===== src/sm83_types_pkg.sv =====
package sm83_types_pkg;

  // Interrupt register window
  localparam logic [15:0] IF_ADDR = 16'hFF0F;
  localparam logic [15:0] IE_ADDR = 16'hFFFF;

  localparam logic [15:0] RESET_SP = 16'hFFFE;  // Stack pointer after reset

  // Bit positions inside the F register
  localparam int FLAG_Z = 7;
  localparam int FLAG_N = 6;
  localparam int FLAG_H = 5;
  localparam int FLAG_C = 4;

  // Clock phase within one machine cycle
  typedef enum logic [1:0] {
    T1,
    T2,
    T3,
    T4
  } t_phase_t;

  // Register pair that drives the address bus
  typedef enum logic [2:0] {
    ADDR_NONE,
    ADDR_PC,
    ADDR_SP,
    ADDR_HL,
    ADDR_WZ
  } addr_src_t;

  typedef struct packed {
    logic [15:0] addr;
    logic [7:0]  wdata;
    logic        read_en;
    logic        write_en;
  } mem_req_t;

  // One request pulse per source, vblank in bit 0
  typedef struct packed {
    logic joypad;
    logic serial;
    logic timer;
    logic stat;
    logic vblank;
  } irq_req_t;

  typedef struct packed {
    logic [7:0] a;
    logic [7:0] flags;
    logic [7:0] b;
    logic [7:0] c;
    logic [7:0] h;
    logic [7:0] l;
    logic [7:0] w;    // Temporary high byte
    logic [7:0] z;    // Temporary low byte
    logic [7:0] sph;
    logic [7:0] spl;
    logic [7:0] pch;
    logic [7:0] pcl;
    logic [7:0] ir;   // Opcode of the next instruction
    logic       ime;  // Interrupt master enable
  } cpu_regs_t;

endpackage


===== src/sm83_ucode_pkg.sv =====
package sm83_ucode_pkg;

  localparam int MAX_CYCLES = 5;  // Longest control word, the interrupt entry

  typedef enum logic [7:0] {
    OP_NOP      = 8'h00,
    OP_LD_B_N   = 8'h06,
    OP_LD_HL_NN = 8'h21,
    OP_INC_A    = 8'h3C,
    OP_LD_A_N   = 8'h3E,
    OP_LD_HL_A  = 8'h77,
    OP_LD_A_HL  = 8'h7E,
    OP_ADD_A_B  = 8'h80,
    OP_JP_NN    = 8'hC3,
    OP_DI       = 8'hF3,
    OP_EI       = 8'hFB
  } opcode_t;

  typedef enum logic [1:0] {BUS_NONE, BUS_READ, BUS_WRITE} bus_op_t;

  typedef enum logic [3:0] {
    REG_A, REG_B, REG_H, REG_L, REG_W, REG_Z, REG_IR, REG_PCH, REG_PCL
  } bus_reg_t;

  typedef enum logic [1:0] {IDU_NONE, IDU_INC, IDU_DEC} idu_op_t;

  typedef enum logic [1:0] {ALU_NONE, ALU_INC, ALU_ADD} alu_op_t;

  typedef enum logic [2:0] {
    MISC_NONE, MISC_LD_A_Z, MISC_LD_B_Z, MISC_LD_HL_WZ,
    MISC_JP_WZ, MISC_EI, MISC_DI, MISC_VECTOR
  } misc_op_t;

  typedef struct packed {
    sm83_types_pkg::addr_src_t addr_src;
    bus_op_t                   bus_op;
    bus_reg_t                  bus_reg;  // Load target or store source
    idu_op_t                   idu_op;   // Applied to the addr_src pair in T4
    alu_op_t                   alu_op;
    misc_op_t                  misc_op;
  } m_cycle_t;

  typedef struct packed {
    logic [2:0]                  num_cycles;
    m_cycle_t [MAX_CYCLES-1:0]   cycles;
  } control_word_t;

  function automatic m_cycle_t mcycle(input sm83_types_pkg::addr_src_t src,
                                      input bus_op_t op, input bus_reg_t breg,
                                      input idu_op_t idu, input alu_op_t alu,
                                      input misc_op_t misc);
    m_cycle_t mc;
    mc.addr_src = src;
    mc.bus_op   = op;
    mc.bus_reg  = breg;
    mc.idu_op   = idu;
    mc.alu_op   = alu;
    mc.misc_op  = misc;
    return mc;
  endfunction

  // Overlapped opcode fetch, always the last cycle of a word
  function automatic m_cycle_t fetch(input alu_op_t alu, input misc_op_t misc);
    return mcycle(sm83_types_pkg::ADDR_PC, BUS_READ, REG_IR, IDU_INC, alu, misc);
  endfunction

  function automatic m_cycle_t imm_read(input bus_reg_t breg);
    return mcycle(sm83_types_pkg::ADDR_PC, BUS_READ, breg, IDU_INC, ALU_NONE, MISC_NONE);
  endfunction

  function automatic control_word_t decode_word(input logic [7:0] op_byte);
    control_word_t cw;
    cw = '0;
    case (opcode_t'(op_byte))
      OP_LD_A_N, OP_LD_B_N: begin
        cw.num_cycles = 3'd2;
        cw.cycles[0]  = imm_read(REG_Z);
        cw.cycles[1]  = fetch(ALU_NONE, (op_byte == OP_LD_A_N) ? MISC_LD_A_Z : MISC_LD_B_Z);
      end
      OP_LD_HL_NN: begin
        cw.num_cycles = 3'd3;
        cw.cycles[0]  = imm_read(REG_Z);  // Low byte first
        cw.cycles[1]  = imm_read(REG_W);
        cw.cycles[2]  = fetch(ALU_NONE, MISC_LD_HL_WZ);
      end
      OP_LD_HL_A: begin
        cw.num_cycles = 3'd2;
        cw.cycles[0]  = mcycle(sm83_types_pkg::ADDR_HL, BUS_WRITE, REG_A, IDU_NONE,
                               ALU_NONE, MISC_NONE);
        cw.cycles[1]  = fetch(ALU_NONE, MISC_NONE);
      end
      OP_LD_A_HL: begin
        cw.num_cycles = 3'd2;
        cw.cycles[0]  = mcycle(sm83_types_pkg::ADDR_HL, BUS_READ, REG_A, IDU_NONE,
                               ALU_NONE, MISC_NONE);
        cw.cycles[1]  = fetch(ALU_NONE, MISC_NONE);
      end
      OP_INC_A: begin
        cw.num_cycles = 3'd1;
        cw.cycles[0]  = fetch(ALU_INC, MISC_NONE);
      end
      OP_ADD_A_B: begin
        cw.num_cycles = 3'd1;
        cw.cycles[0]  = fetch(ALU_ADD, MISC_NONE);
      end
      OP_JP_NN: begin
        cw.num_cycles = 3'd4;
        cw.cycles[0]  = imm_read(REG_Z);
        cw.cycles[1]  = imm_read(REG_W);
        cw.cycles[2]  = mcycle(sm83_types_pkg::ADDR_NONE, BUS_NONE, REG_A, IDU_NONE,
                               ALU_NONE, MISC_JP_WZ);  // Internal cycle, PC takes WZ
        cw.cycles[3]  = fetch(ALU_NONE, MISC_NONE);
      end
      OP_DI, OP_EI: begin
        cw.num_cycles = 3'd1;
        cw.cycles[0]  = fetch(ALU_NONE, (op_byte == OP_EI) ? MISC_EI : MISC_DI);
      end
      default: begin  // OP_NOP and every opcode outside the subset
        cw.num_cycles = 3'd1;
        cw.cycles[0]  = fetch(ALU_NONE, MISC_NONE);
      end
    endcase
    return cw;
  endfunction

  // Interrupt entry; the core parks the vector low byte in Z before it starts
  function automatic control_word_t irq_word(input logic [2:0] idx);
    control_word_t cw;
    cw = '0;
    if (idx < 3'd5) begin
      cw.num_cycles = 3'd5;
      cw.cycles[0]  = mcycle(sm83_types_pkg::ADDR_PC, BUS_NONE, REG_A, IDU_DEC,
                             ALU_NONE, MISC_NONE);  // Undo the discarded prefetch
      cw.cycles[1]  = mcycle(sm83_types_pkg::ADDR_SP, BUS_NONE, REG_A, IDU_DEC,
                             ALU_NONE, MISC_NONE);
      cw.cycles[2]  = mcycle(sm83_types_pkg::ADDR_SP, BUS_WRITE, REG_PCH, IDU_DEC,
                             ALU_NONE, MISC_NONE);
      cw.cycles[3]  = mcycle(sm83_types_pkg::ADDR_SP, BUS_WRITE, REG_PCL, IDU_NONE,
                             ALU_NONE, MISC_VECTOR);
      cw.cycles[4]  = fetch(ALU_NONE, MISC_NONE);
    end else begin
      cw.num_cycles = 3'd1;  // No such source, behave as NOP
      cw.cycles[0]  = fetch(ALU_NONE, MISC_NONE);
    end
    return cw;
  endfunction

endpackage


===== src/sm83_alu.sv =====
module sm83_alu (
  input  sm83_ucode_pkg::alu_op_t op,
  input  logic [7:0]              a,
  input  logic [7:0]              b,
  input  logic [7:0]              flags_in,
  output logic [7:0]              result,
  output logic [7:0]              flags_out
);
  import sm83_types_pkg::*;
  import sm83_ucode_pkg::*;

  logic [8:0] sum;       // Full add with carry out
  logic [4:0] half_sum;  // Low nibble add for H

  assign sum      = {1'b0, a} + {1'b0, b};
  assign half_sum = {1'b0, a[3:0]} + {1'b0, b[3:0]};

  always_comb begin
    result    = a;
    flags_out = flags_in;
    case (op)
      ALU_INC: begin
        result            = a + 8'd1;
        flags_out[FLAG_Z] = (result == 8'h00);
        flags_out[FLAG_N] = 1'b0;
        flags_out[FLAG_H] = (a[3:0] == 4'hF);
        flags_out[3:0]    = 4'h0;  // C left as it was
      end
      ALU_ADD: begin
        result            = sum[7:0];
        flags_out[FLAG_Z] = (sum[7:0] == 8'h00);
        flags_out[FLAG_N] = 1'b0;
        flags_out[FLAG_H] = half_sum[4];
        flags_out[FLAG_C] = sum[8];
        flags_out[3:0]    = 4'h0;
      end
      default: begin
        result    = a;
        flags_out = flags_in;
      end
    endcase
  end

endmodule


===== src/interrupt_ctrl.sv =====
module interrupt_ctrl (
  input  logic                     clk,
  input  logic                     reset,
  input  sm83_types_pkg::mem_req_t bus,
  output logic [7:0]               rdata,
  input  sm83_types_pkg::irq_req_t irq,
  input  logic                     irq_ack,
  output logic                     irq_pending,
  output logic [2:0]               irq_index
);
  import sm83_types_pkg::*;

  logic [4:0] if_bits;  // Bits 7:5 of IF are not stored
  logic [4:0] if_next;
  logic [7:0] ie_reg;
  logic [4:0] pending;

  always_comb begin
    if_next = if_bits;
    if (bus.write_en && bus.addr == IF_ADDR) if_next = bus.wdata[4:0];
    if_next = if_next | irq;                  // New requests
    if (irq_ack) if_next[irq_index] = 1'b0;   // Ack beats a same-cycle request
  end

  always_ff @(posedge clk or posedge reset) begin
    if (reset) begin
      if_bits <= 5'b00000;
      ie_reg  <= 8'h00;
    end else begin
      if_bits <= if_next;
      if (bus.write_en && bus.addr == IE_ADDR) ie_reg <= bus.wdata;
    end
  end

  assign rdata = (bus.addr == IE_ADDR) ? ie_reg : {3'b111, if_bits};

  assign pending     = if_bits & ie_reg[4:0];
  assign irq_pending = |pending;

  // Lowest set bit has priority, vblank first
  always_comb begin
    irq_index = 3'd0;
    for (int i = 4; i >= 0; i--) begin
      if (pending[i]) irq_index = 3'(i);
    end
  end

endmodule


===== src/gb_bus_map.sv =====
module gb_bus_map (
  input  sm83_types_pkg::mem_req_t cpu_bus,
  output logic [7:0]               cpu_rdata,
  output sm83_types_pkg::mem_req_t mem,
  input  logic [7:0]               mem_rdata,
  output sm83_types_pkg::mem_req_t intc_bus,
  input  logic [7:0]               intc_rdata
);
  import sm83_types_pkg::*;

  logic in_window;  // IF or IE selected

  assign in_window = (cpu_bus.addr == IF_ADDR) || (cpu_bus.addr == IE_ADDR);

  // Address and data go to both sides, enables to one
  always_comb begin
    mem      = cpu_bus;
    intc_bus = cpu_bus;
    if (in_window) begin
      mem.read_en  = 1'b0;
      mem.write_en = 1'b0;
    end else begin
      intc_bus.read_en  = 1'b0;
      intc_bus.write_en = 1'b0;
    end
  end

  assign cpu_rdata = in_window ? intc_rdata : mem_rdata;

endmodule


===== src/sm83_core.sv =====
module sm83_core (
  input  logic                     clk,
  input  logic                     reset,
  output sm83_types_pkg::mem_req_t bus,
  input  logic [7:0]               rdata,
  input  logic                     irq_pending,
  input  logic [2:0]               irq_index,
  output logic                     irq_ack,
  output sm83_ucode_pkg::alu_op_t  alu_op,
  output logic [7:0]               alu_a,
  output logic [7:0]               alu_b,
  output logic [7:0]               alu_flags,
  input  logic [7:0]               alu_result,
  input  logic [7:0]               alu_flags_new
);
  import sm83_types_pkg::*;
  import sm83_ucode_pkg::*;

  cpu_regs_t     regs;
  control_word_t control_word;  // Instruction being executed
  logic [2:0]    cycle;         // Machine cycle within the word
  t_phase_t      t_phase;
  m_cycle_t      cur;
  logic          last_cycle;
  logic          take_irq;
  logic [15:0]   src_addr;      // Selected register pair
  logic [15:0]   idu_out;

  function automatic logic [7:0] reg_byte(input bus_reg_t sel, input cpu_regs_t r);
    case (sel)
      REG_A:   return r.a;
      REG_B:   return r.b;
      REG_H:   return r.h;
      REG_L:   return r.l;
      REG_W:   return r.w;
      REG_Z:   return r.z;
      REG_IR:  return r.ir;
      REG_PCH: return r.pch;
      default: return r.pcl;
    endcase
  endfunction

  assign cur        = control_word.cycles[cycle];
  assign last_cycle = (cycle == control_word.num_cycles - 3'd1);

  // Dispatch only at a boundary; DI in the same cycle wins
  assign take_irq = (t_phase == T4) && last_cycle && regs.ime && irq_pending &&
                    (cur.misc_op != MISC_DI);
  assign irq_ack  = take_irq;

  assign alu_op    = cur.alu_op;
  assign alu_a     = regs.a;
  assign alu_b     = regs.b;
  assign alu_flags = regs.flags;

  always_comb begin
    case (cur.addr_src)
      ADDR_PC: src_addr = {regs.pch, regs.pcl};
      ADDR_SP: src_addr = {regs.sph, regs.spl};
      ADDR_HL: src_addr = {regs.h, regs.l};
      ADDR_WZ: src_addr = {regs.w, regs.z};
      default: src_addr = 16'h0000;
    endcase
    case (cur.idu_op)
      IDU_INC: idu_out = src_addr + 16'd1;
      IDU_DEC: idu_out = src_addr - 16'd1;
      default: idu_out = src_addr;
    endcase
  end

  always_ff @(posedge clk or posedge reset) begin
    if (reset) begin
      regs                 <= '0;
      {regs.sph, regs.spl} <= RESET_SP;
      control_word         <= decode_word(OP_NOP);  // First cycle fetches from 0000
      cycle                <= '0;
      t_phase              <= T1;
      bus                  <= '0;
    end else begin
      unique case (t_phase)
        T1: begin
          bus.addr <= src_addr;
          t_phase  <= T2;
        end
        T2: begin
          bus.read_en  <= (cur.bus_op == BUS_READ);
          bus.write_en <= (cur.bus_op == BUS_WRITE);
          if (cur.bus_op == BUS_WRITE) bus.wdata <= reg_byte(cur.bus_reg, regs);
          t_phase <= T3;
        end
        T3: begin
          if (cur.bus_op == BUS_READ) begin
            case (cur.bus_reg)
              REG_A:   regs.a   <= rdata;
              REG_B:   regs.b   <= rdata;
              REG_H:   regs.h   <= rdata;
              REG_L:   regs.l   <= rdata;
              REG_W:   regs.w   <= rdata;
              REG_Z:   regs.z   <= rdata;
              REG_IR:  regs.ir  <= rdata;
              REG_PCH: regs.pch <= rdata;
              default: regs.pcl <= rdata;
            endcase
          end
          t_phase <= T4;
        end
        T4: begin
          bus.read_en  <= 1'b0;
          bus.write_en <= 1'b0;
          if (cur.idu_op != IDU_NONE) begin
            case (cur.addr_src)
              ADDR_PC: {regs.pch, regs.pcl} <= idu_out;
              ADDR_SP: {regs.sph, regs.spl} <= idu_out;
              ADDR_HL: {regs.h, regs.l}     <= idu_out;
              ADDR_WZ: {regs.w, regs.z}     <= idu_out;
              default: ;
            endcase
          end
          if (cur.alu_op != ALU_NONE) begin
            regs.a     <= alu_result;
            regs.flags <= alu_flags_new;
          end
          case (cur.misc_op)
            MISC_LD_A_Z:   regs.a <= regs.z;
            MISC_LD_B_Z:   regs.b <= regs.z;
            MISC_LD_HL_WZ: {regs.h, regs.l} <= {regs.w, regs.z};
            MISC_JP_WZ:    {regs.pch, regs.pcl} <= {regs.w, regs.z};
            MISC_EI:       regs.ime <= 1'b1;
            MISC_DI:       regs.ime <= 1'b0;
            MISC_VECTOR:   {regs.pch, regs.pcl} <= {8'h00, regs.z};
            default: ;
          endcase
          if (last_cycle) begin
            cycle <= '0;
            if (take_irq) begin
              control_word <= irq_word(irq_index);
              regs.ime     <= 1'b0;
              regs.z       <= {2'b01, irq_index, 3'b000};  // 0040 + 8 * index
            end else begin
              control_word <= decode_word(regs.ir);
            end
          end else begin
            cycle <= cycle + 3'd1;
          end
          t_phase <= T1;
        end
      endcase
    end
  end

endmodule


===== src/gb_cpu_top.sv =====
module gb_cpu_top (
  input  logic                     clk,
  input  logic                     reset,
  output sm83_types_pkg::mem_req_t mem,
  input  logic [7:0]               mem_rdata,
  input  sm83_types_pkg::irq_req_t irq
);
  import sm83_types_pkg::*;
  import sm83_ucode_pkg::*;

  mem_req_t   cpu_bus;
  mem_req_t   intc_bus;
  logic [7:0] cpu_rdata;
  logic [7:0] intc_rdata;
  logic       irq_pending;
  logic [2:0] irq_index;
  logic       irq_ack;

  // ALU operands and results
  alu_op_t    alu_op;
  logic [7:0] alu_a;
  logic [7:0] alu_b;
  logic [7:0] alu_flags;
  logic [7:0] alu_result;
  logic [7:0] alu_flags_new;

  sm83_core core (
    .clk(clk), .reset(reset), .bus(cpu_bus), .rdata(cpu_rdata),
    .irq_pending(irq_pending), .irq_index(irq_index), .irq_ack(irq_ack),
    .alu_op(alu_op), .alu_a(alu_a), .alu_b(alu_b), .alu_flags(alu_flags),
    .alu_result(alu_result), .alu_flags_new(alu_flags_new)
  );

  sm83_alu alu (
    .op(alu_op), .a(alu_a), .b(alu_b), .flags_in(alu_flags),
    .result(alu_result), .flags_out(alu_flags_new)
  );

  gb_bus_map bus_map (
    .cpu_bus(cpu_bus), .cpu_rdata(cpu_rdata), .mem(mem), .mem_rdata(mem_rdata),
    .intc_bus(intc_bus), .intc_rdata(intc_rdata)
  );

  interrupt_ctrl intc (
    .clk(clk), .reset(reset), .bus(intc_bus), .rdata(intc_rdata), .irq(irq),
    .irq_ack(irq_ack), .irq_pending(irq_pending), .irq_index(irq_index)
  );

endmodule


===== config.mk =====
export PLATFORM = sky130hd
export DESIGN_NAME = gb_cpu_top
export DESIGN_NICKNAME = d
export VERILOG_FILES = /design/src/sm83_types_pkg.sv /design/src/sm83_ucode_pkg.sv /design/src/sm83_alu.sv /design/src/interrupt_ctrl.sv /design/src/gb_bus_map.sv /design/src/sm83_core.sv /design/src/gb_cpu_top.sv
export SDC_FILE = /design/constraint.sdc
export NUM_CORES = 1
export LEC_CHECK = 0
export BUFFER_PORTS_ARGS = -buffer_cell sky130_fd_sc_hd__buf_2
export CAP_MARGIN = 20
export CORE_MARGIN = 8
export CORE_UTILIZATION = 65
export CTS_CLUSTER_DIAMETER = 80
export DETAILED_ROUTE_END_ITERATION = 8
export PLACE_DENSITY_LB_ADDON = 0.1
export REMOVE_ABC_BUFFERS = 1
export SLEW_MARGIN = 10
export SYNTH_ARGS = -nofsm -noshare
export SYNTH_HDL_FRONTEND = slang
export SYNTH_HIERARCHICAL = 1
export SYNTH_SLANG_ARGS = --single-unit

===== constraint.sdc =====
create_clock -name clk -period 12.1 [get_ports clk]
set_clock_uncertainty 0.05 [all_clocks]
set_input_delay 2.42 -clock clk [delete_from_list [all_inputs] [get_ports clk]]
set_output_delay 2.42 -clock clk [all_outputs]
set_load 0.01 [all_outputs]

==> impl_summary.txt, run 1 <==
----------------------------------------------------
[Status]
  Result of the run ... complete, no violations

[Placement]
  Buffers on Ports ... 40
  Placer Congestion ... 1.02
  Placed Cells ... 1360
  Worst setup timing slack at the placement stage ... 6.91 ns
  Final HPWL from detailed placement ... 25.1 mm
  Placement-stage cell area ... 10800 sq um

[Clock tree]
  Resized Gates After CTS ... 0
  Sinks on the clock net ... 156
  Total of hold buffers inserted after clock tree synthesis ... 0
  Total setup buffers inserted after CTS ... 0
  # H-tree levels ... 4
  Cell chosen for the clock root ... clkbuf_16
  Later-pin clock latency in the skew report ... 0.43 ns
  Maximum buffer depth of the clock tree ... 2
  CTS tree ... built
  CTS Buf Count ... 17
  Register clock-pin slew on the reported worst setup and hold paths ... 0.07 ns

[Routing]
  Average detailed-routed wire length per instance ... 24.6 um
  Remaining routing DRC violations ... 0
  Total wirelength of the detailed-routed design ... 34.3 mm
  Number of vias per cell ... 7.03
  Violation count after the first detailed-routing iteration ... 1338
  1st-pass router iterations ... 9
  Number of nets with antenna violations after routing ... 0
  Number of vias after detailed routing ... 9789

[Synth]
  Synth Cell Area ... 11000 sq um
  Synth Instances ... 1216
  Post-synthesis area per instance ... 9.08 sq um
  Ys Warns ... 6

[Global routing]
  Top Usage Layer GRT ... met2
  Met2 capacity usage during global routing ... 47.6%
  Number of antenna violations at the first check in global routing ... 0
  Via count of the first global-routing pass ... 9312
  Fraction of met1 tracks used by global routing ... 43.1%
  Global-route congestion overflow total ... 0
  First-pass GRT wire length ... 53.5 mm
  Met3 usage ... 7.48%
  Pin count of the biggest net entering global routing ... 92
  Total track usage ... 31.9%

[Timing]
  Min cycle time layout ... 5.33 ns
  Min Hold Slack ... 0.414 ns
  Slew at the pin closest to its max-slew limit ... 1.08 ns
  Maximum clock rate ... 0.188 GHz
  Share of the clock period used by the worst path after layout ... 44.0%
  Hold violation total from the final report ... 0
  Number of setup violations in the final report ... 0
  Worst slew margin ... 27.7%
  Max-slew violations ... 0
  Setup ws final ... 6.77 ns
  Final TNS setup ... 0 ns
  RSZ-0062 raised after global routing ... no

[Critical path]
  Worst Path Required ... 12.37 ns
  Element type at the critical path start ... flop
  Critical setup path kind ... flop to flop
  Worst-path fanout max ... 29
  Category of the worst setup path capture point ... flop
  Arrival time at the worst endpoint ... 5.60 ns

[Power]
  Worst voltage drop across the vdd grid ... 0.158 mV
  Power density of the placed cells ... 191 nW/um^2
  Total power consumption of the routed design ... 2.18 mW
  Lkg Pwr ... 5.01 nW

[Floorplanning]
  Number of I/O pins ... 41
  Floorplan row count ... 47
  Height of the die ... 146 um
  Initial core utilization ... 66.6%
  Full die area ... 21400 sq um
  Core Footprint ... 16600 sq um
  Die boundary width ... 146 um

[Final layout]
  Layout-stage area growth over the synthesis result ... 3.49%
  Share of the core filled with cells ... 68.9%
  Number of fill cells ... 1366
  Proportion of layout cells with a drive suffix above 1 ... 18.0%
  Ant. Diodes ... 0
  Finished Layout Cells ... 1393
  Post-layout nets ... 1211
  Max FFs per register ... 73
  FF+latch area ... 3930 sq um
  Area of the multi-input gates ... 6230 sq um
  Final Instance Area ... 11400 sq um

[Worst hold path]
  Class of the tightest hold or removal check ... flop to flop

[Run]
  Number of maximum-capacitance constraint violations ... 0

----------------------------------------------------
[worst max-delay path: stages, from the launching register on]
cell and delay, ns:
dfrtp_1 0.92, nor2_1 0.24, a221oi_4 0.31, buf_4 0.36, mux2_2 0.38, a22oi_1 0.26
inv_1 0.08, ha_1 0.40, and4_1 0.25, a221oi_1 0.26, o21a_1 0.22, nor2_1 0.07
a2111oi_2 0.56, o2111ai_1 0.31, and3_1 0.29, o31ai_1 0.23
[routing by layer]
metal  wire (um)  up-vias  share of wire [%]
met2       15200      573                 44
met1       13900     4754                 41
met4        1570        0                4.6
li1            -     4336                  -
met3        3580      126                 10
met5           0        -                  0
[where the power goes]
part           internal (mW)  switching [mW]  total (mW)
Combinational          0.336           0.567       0.903
Clock                  0.296           0.227       0.523
Sequential             0.613           0.143       0.756
Total                   1.24           0.938        2.18
[cells in the final DEF, fill, tap and decap left out, types with 8 or more instances in the layout]
master,count
dfrtp_1,137
nand2_1,124
nor2_1,88
a21oi_1,76
o21ai_0,66
mux2_2,58
buf_2,40
ha_1,33
a21o_1,32
nand3_1,29
mux2i_1,29
inv_1,28
nor3_1,27
a22oi_1,23
a31oi_1,21
dfstp_2,19
nand4_1,18
clkbuf_16,17
o31ai_1,15
a221oi_1,14
nor2b_1,14
a211o_1,12
a22o_1,12
buf_4,12
xnor2_1,11
xor2_1,11
and2_1,11
nand2b_1,10
or2_2,8
a211oi_1,8
o211ai_1,8
a311oi_1,8
[final cells by class]
cell class | count | share of cell area (%)
well taps | 220 | 2.41
inverters | 32 | 1.10
repair buffers | 52 | 2.54
flip-flops and latches | 156 | 34.4
multi-input cells | 901 | 54.6
clock buffers | 20 | 4.00
clock inverters | 12 | 1.01
[path summary, 6_finish.rpt]
path | startpoint | to | slack (ns) | depth (start not counted)
setup / recovery | core/cycle[1] | core/regs[40] | 6.77 | 15
hold / removal | core/control_word[4] | core/control_word[4] | 0.41 | 2
setup reg to reg | core/cycle[1] | core/regs[40] | 6.77 | 15
hold reg to reg | core/control_word[4] | core/control_word[4] | 0.41 | 2
max in group asynchronous | reset | core/control_word[12] | 8.67 | 3
min in group asynchronous | reset | intc/if_bits[3] | 2.01 | 2
Power figures use the tool's default switching activity.
==> inputs of run 2 (changes only) <==
ABC_AREA = 1   (was not set)
CORE_UTILIZATION = 64   (was 65)
clock period = 5.4 ns   (was 12.1 ns; I/O delays follow)
==> impl_summary.txt, run 2 <==
----------------------------------------------------
[Final layout]
  Post-layout nets ... 1563
  Layout-stage area growth over the synthesis result ... 3.33%
  Most frequent standard cell in the layout excluding fill and tap cells ... nand2_1
  Max FFs per register ... 73
  Share of the core filled with cells ... 67.2%
  Final Instance Area ... 11500 sq um
  Highest-count cells in the layout ignoring fill and taps ... nand2_1 (394), inv_1 (184), dfrtp_1 (137)
  Proportion of layout cells with a drive suffix above 1 ... 13.1%
  Ant. Diodes ... 0
  Finished Layout Cells ... 1750

[Clock tree]
  Total of hold buffers inserted after clock tree synthesis ... 0
  Sinks on the clock net ... 156
  Maximum buffer depth of the clock tree ... 2
  Cell chosen for the clock root ... clkbuf_16
  Total setup buffers inserted after CTS ... 0
  Register clock-pin slew on the reported worst setup and hold paths ... 0.08 ns
  Later-pin clock latency in the skew report ... 0.44 ns
  CTS tree ... built
  CTS Buf Count ... 17
  # H-tree levels ... 4
  Resized Gates After CTS ... 0

[Critical path]
  Category of the worst setup path capture point ... flop
  Most common cell on crit path ... nand2_1
  Critical setup path kind ... flop to flop
  Arrival time at the worst endpoint ... 4.96 ns
  Worst Path Required ... 5.71 ns
  Ordered list of cells on the worst path ... nand2_1 -> nand2_1 -> nand2_1 -> nand2_1 -> nand2_2 -> nor2_2 -> inv_1 -> o221ai_2 -> ha_1 -> nand2_1 -> inv_1 -> a21oi_1 -> o21ai_0 -> a21boi_0 -> o21ai_0 -> or2_2 -> nand3_1 -> o211ai_1 -> nand2_1 -> nand2_1 -> a21boi_1
  Delay of the slowest critical-path stage ... 0.75 ns
  Element type at the critical path start ... flop
  Worst-path cell with the longest stage delay ... dfrtp_1
  Count of buffering cells on the critical path with inverters included ... 2
  Crit path max-delay family ... simple AND/OR/NAND/NOR gates
  Worst-path fanout max ... 18

[Global routing]
  Met3 usage ... 6.87%
  Via count of the first global-routing pass ... 9732
  Fraction of met1 tracks used by global routing ... 43.7%
  Number of antenna violations at the first check in global routing ... 0
  Pin count of the biggest net entering global routing ... 70
  Met2 capacity usage during global routing ... 46.6%
  Global-route congestion overflow total ... 0
  First-pass GRT wire length ... 53.3 mm
  Total track usage ... 31.2%
  Top Usage Layer GRT ... met2

[Placement]
  Placed Cells ... 1718
  Placement-stage cell area ... 10900 sq um
  Buffers on Ports ... 40
  Final HPWL from detailed placement ... 26.5 mm
  Placer Congestion ... 1.03
  Worst setup timing slack at the placement stage ... 0.961 ns

[Power]
  Worst voltage drop across the vdd grid ... 0.418 mV
  Power density of the placed cells ... 498 nW/um^2
  Total power consumption of the routed design ... 5.75 mW
  Lkg Pwr ... 5.90 nW

[Routing]
  Average detailed-routed wire length per instance ... 19.6 um
  1st-pass router iterations ... 6
  Number of vias after detailed routing ... 10600
  Number of nets with antenna violations after routing ... 0
  Total wirelength of the detailed-routed design ... 34.4 mm
  Number of vias per cell ... 6.05
  Remaining routing DRC violations ... 0
  Violation count after the first detailed-routing iteration ... 1181

[Timing]
  Hold violation total from the final report ... 0
  Slew at the pin closest to its max-slew limit ... 0.909 ns
  Worst slew margin ... 39.4%
  Min cycle time layout ... 4.65 ns
  RSZ-0062 raised after global routing ... no
  Setup ws final ... 0.748 ns
  Final TNS setup ... 0 ns
  Number of setup violations in the final report ... 0
  Max-slew violations ... 0
  Maximum clock rate ... 0.215 GHz
  Min Hold Slack ... 0.426 ns
  Share of the clock period used by the worst path after layout ... 86.1%

[Synth]
  Synth Instances ... 1558
  Post-synthesis area per instance ... 7.17 sq um
  Synth Cell Area ... 11200 sq um
  Ys Warns ... 6

[Floorplanning]
  Height of the die ... 148 um
  Floorplan row count ... 48
  Core Footprint ... 17200 sq um
  Die boundary width ... 148 um
  Full die area ... 21900 sq um
  Number of I/O pins ... 41
  Initial core utilization ... 65.0%

[Status]
  Result of the run ... complete, no violations

[Run]
  Number of maximum-capacitance constraint violations ... 0

[Worst hold path]
  Class of the tightest hold or removal check ... flop to flop

----------------------------------------------------
run 2: layout make-up:
cell class,count,area (sq um)
timing repair buffer,45,238
clock inverter,14,148
sequential,156,3930
inverter,211,800
multi-input combinational,1081,5700
tap,225,282
clock buffer,18,439
fill,1538,5640
run 2: final timing paths:
check                              start              to  slack [ns]  depth (start not counted)
setup / recovery           core/cycle[0]   core/regs[69]        0.75                         21
hold / removal             core/regs[35]   core/regs[35]        0.43                          2
setup reg to reg           core/cycle[0]   core/regs[69]        0.75                         21
hold reg to reg            core/regs[35]   core/regs[35]        0.43                          2
max in group asynchronous          reset   core/regs[31]        3.58                          3
min in group asynchronous          reset  intc/ie_reg[7]        0.65                          2
run 2: worst register-to-register path, delay by kind of cell (launching register included):
family                     cells  cell delay [ns]
buffers and inverters          2             0.34
adders and majority gates      1             0.32
AOI/OAI and AO/OA              7             1.39
DFF                            1             0.75
and+or+nand+nor               11             1.74
run 2: where the power goes:
part / switching [mW] / internal [mW]
Clock: 0.544 / 0.666
Combinational: 1.89 / 0.886
Sequential: 0.322 / 1.44
Total: 2.76 / 2.99
run 2: routing by layer:
layer	share of wire [%]	vias up
li1	-	4978
met1	43	4941
met2	43	569
met3	11	97
met4	3.6	0
met5	0	-
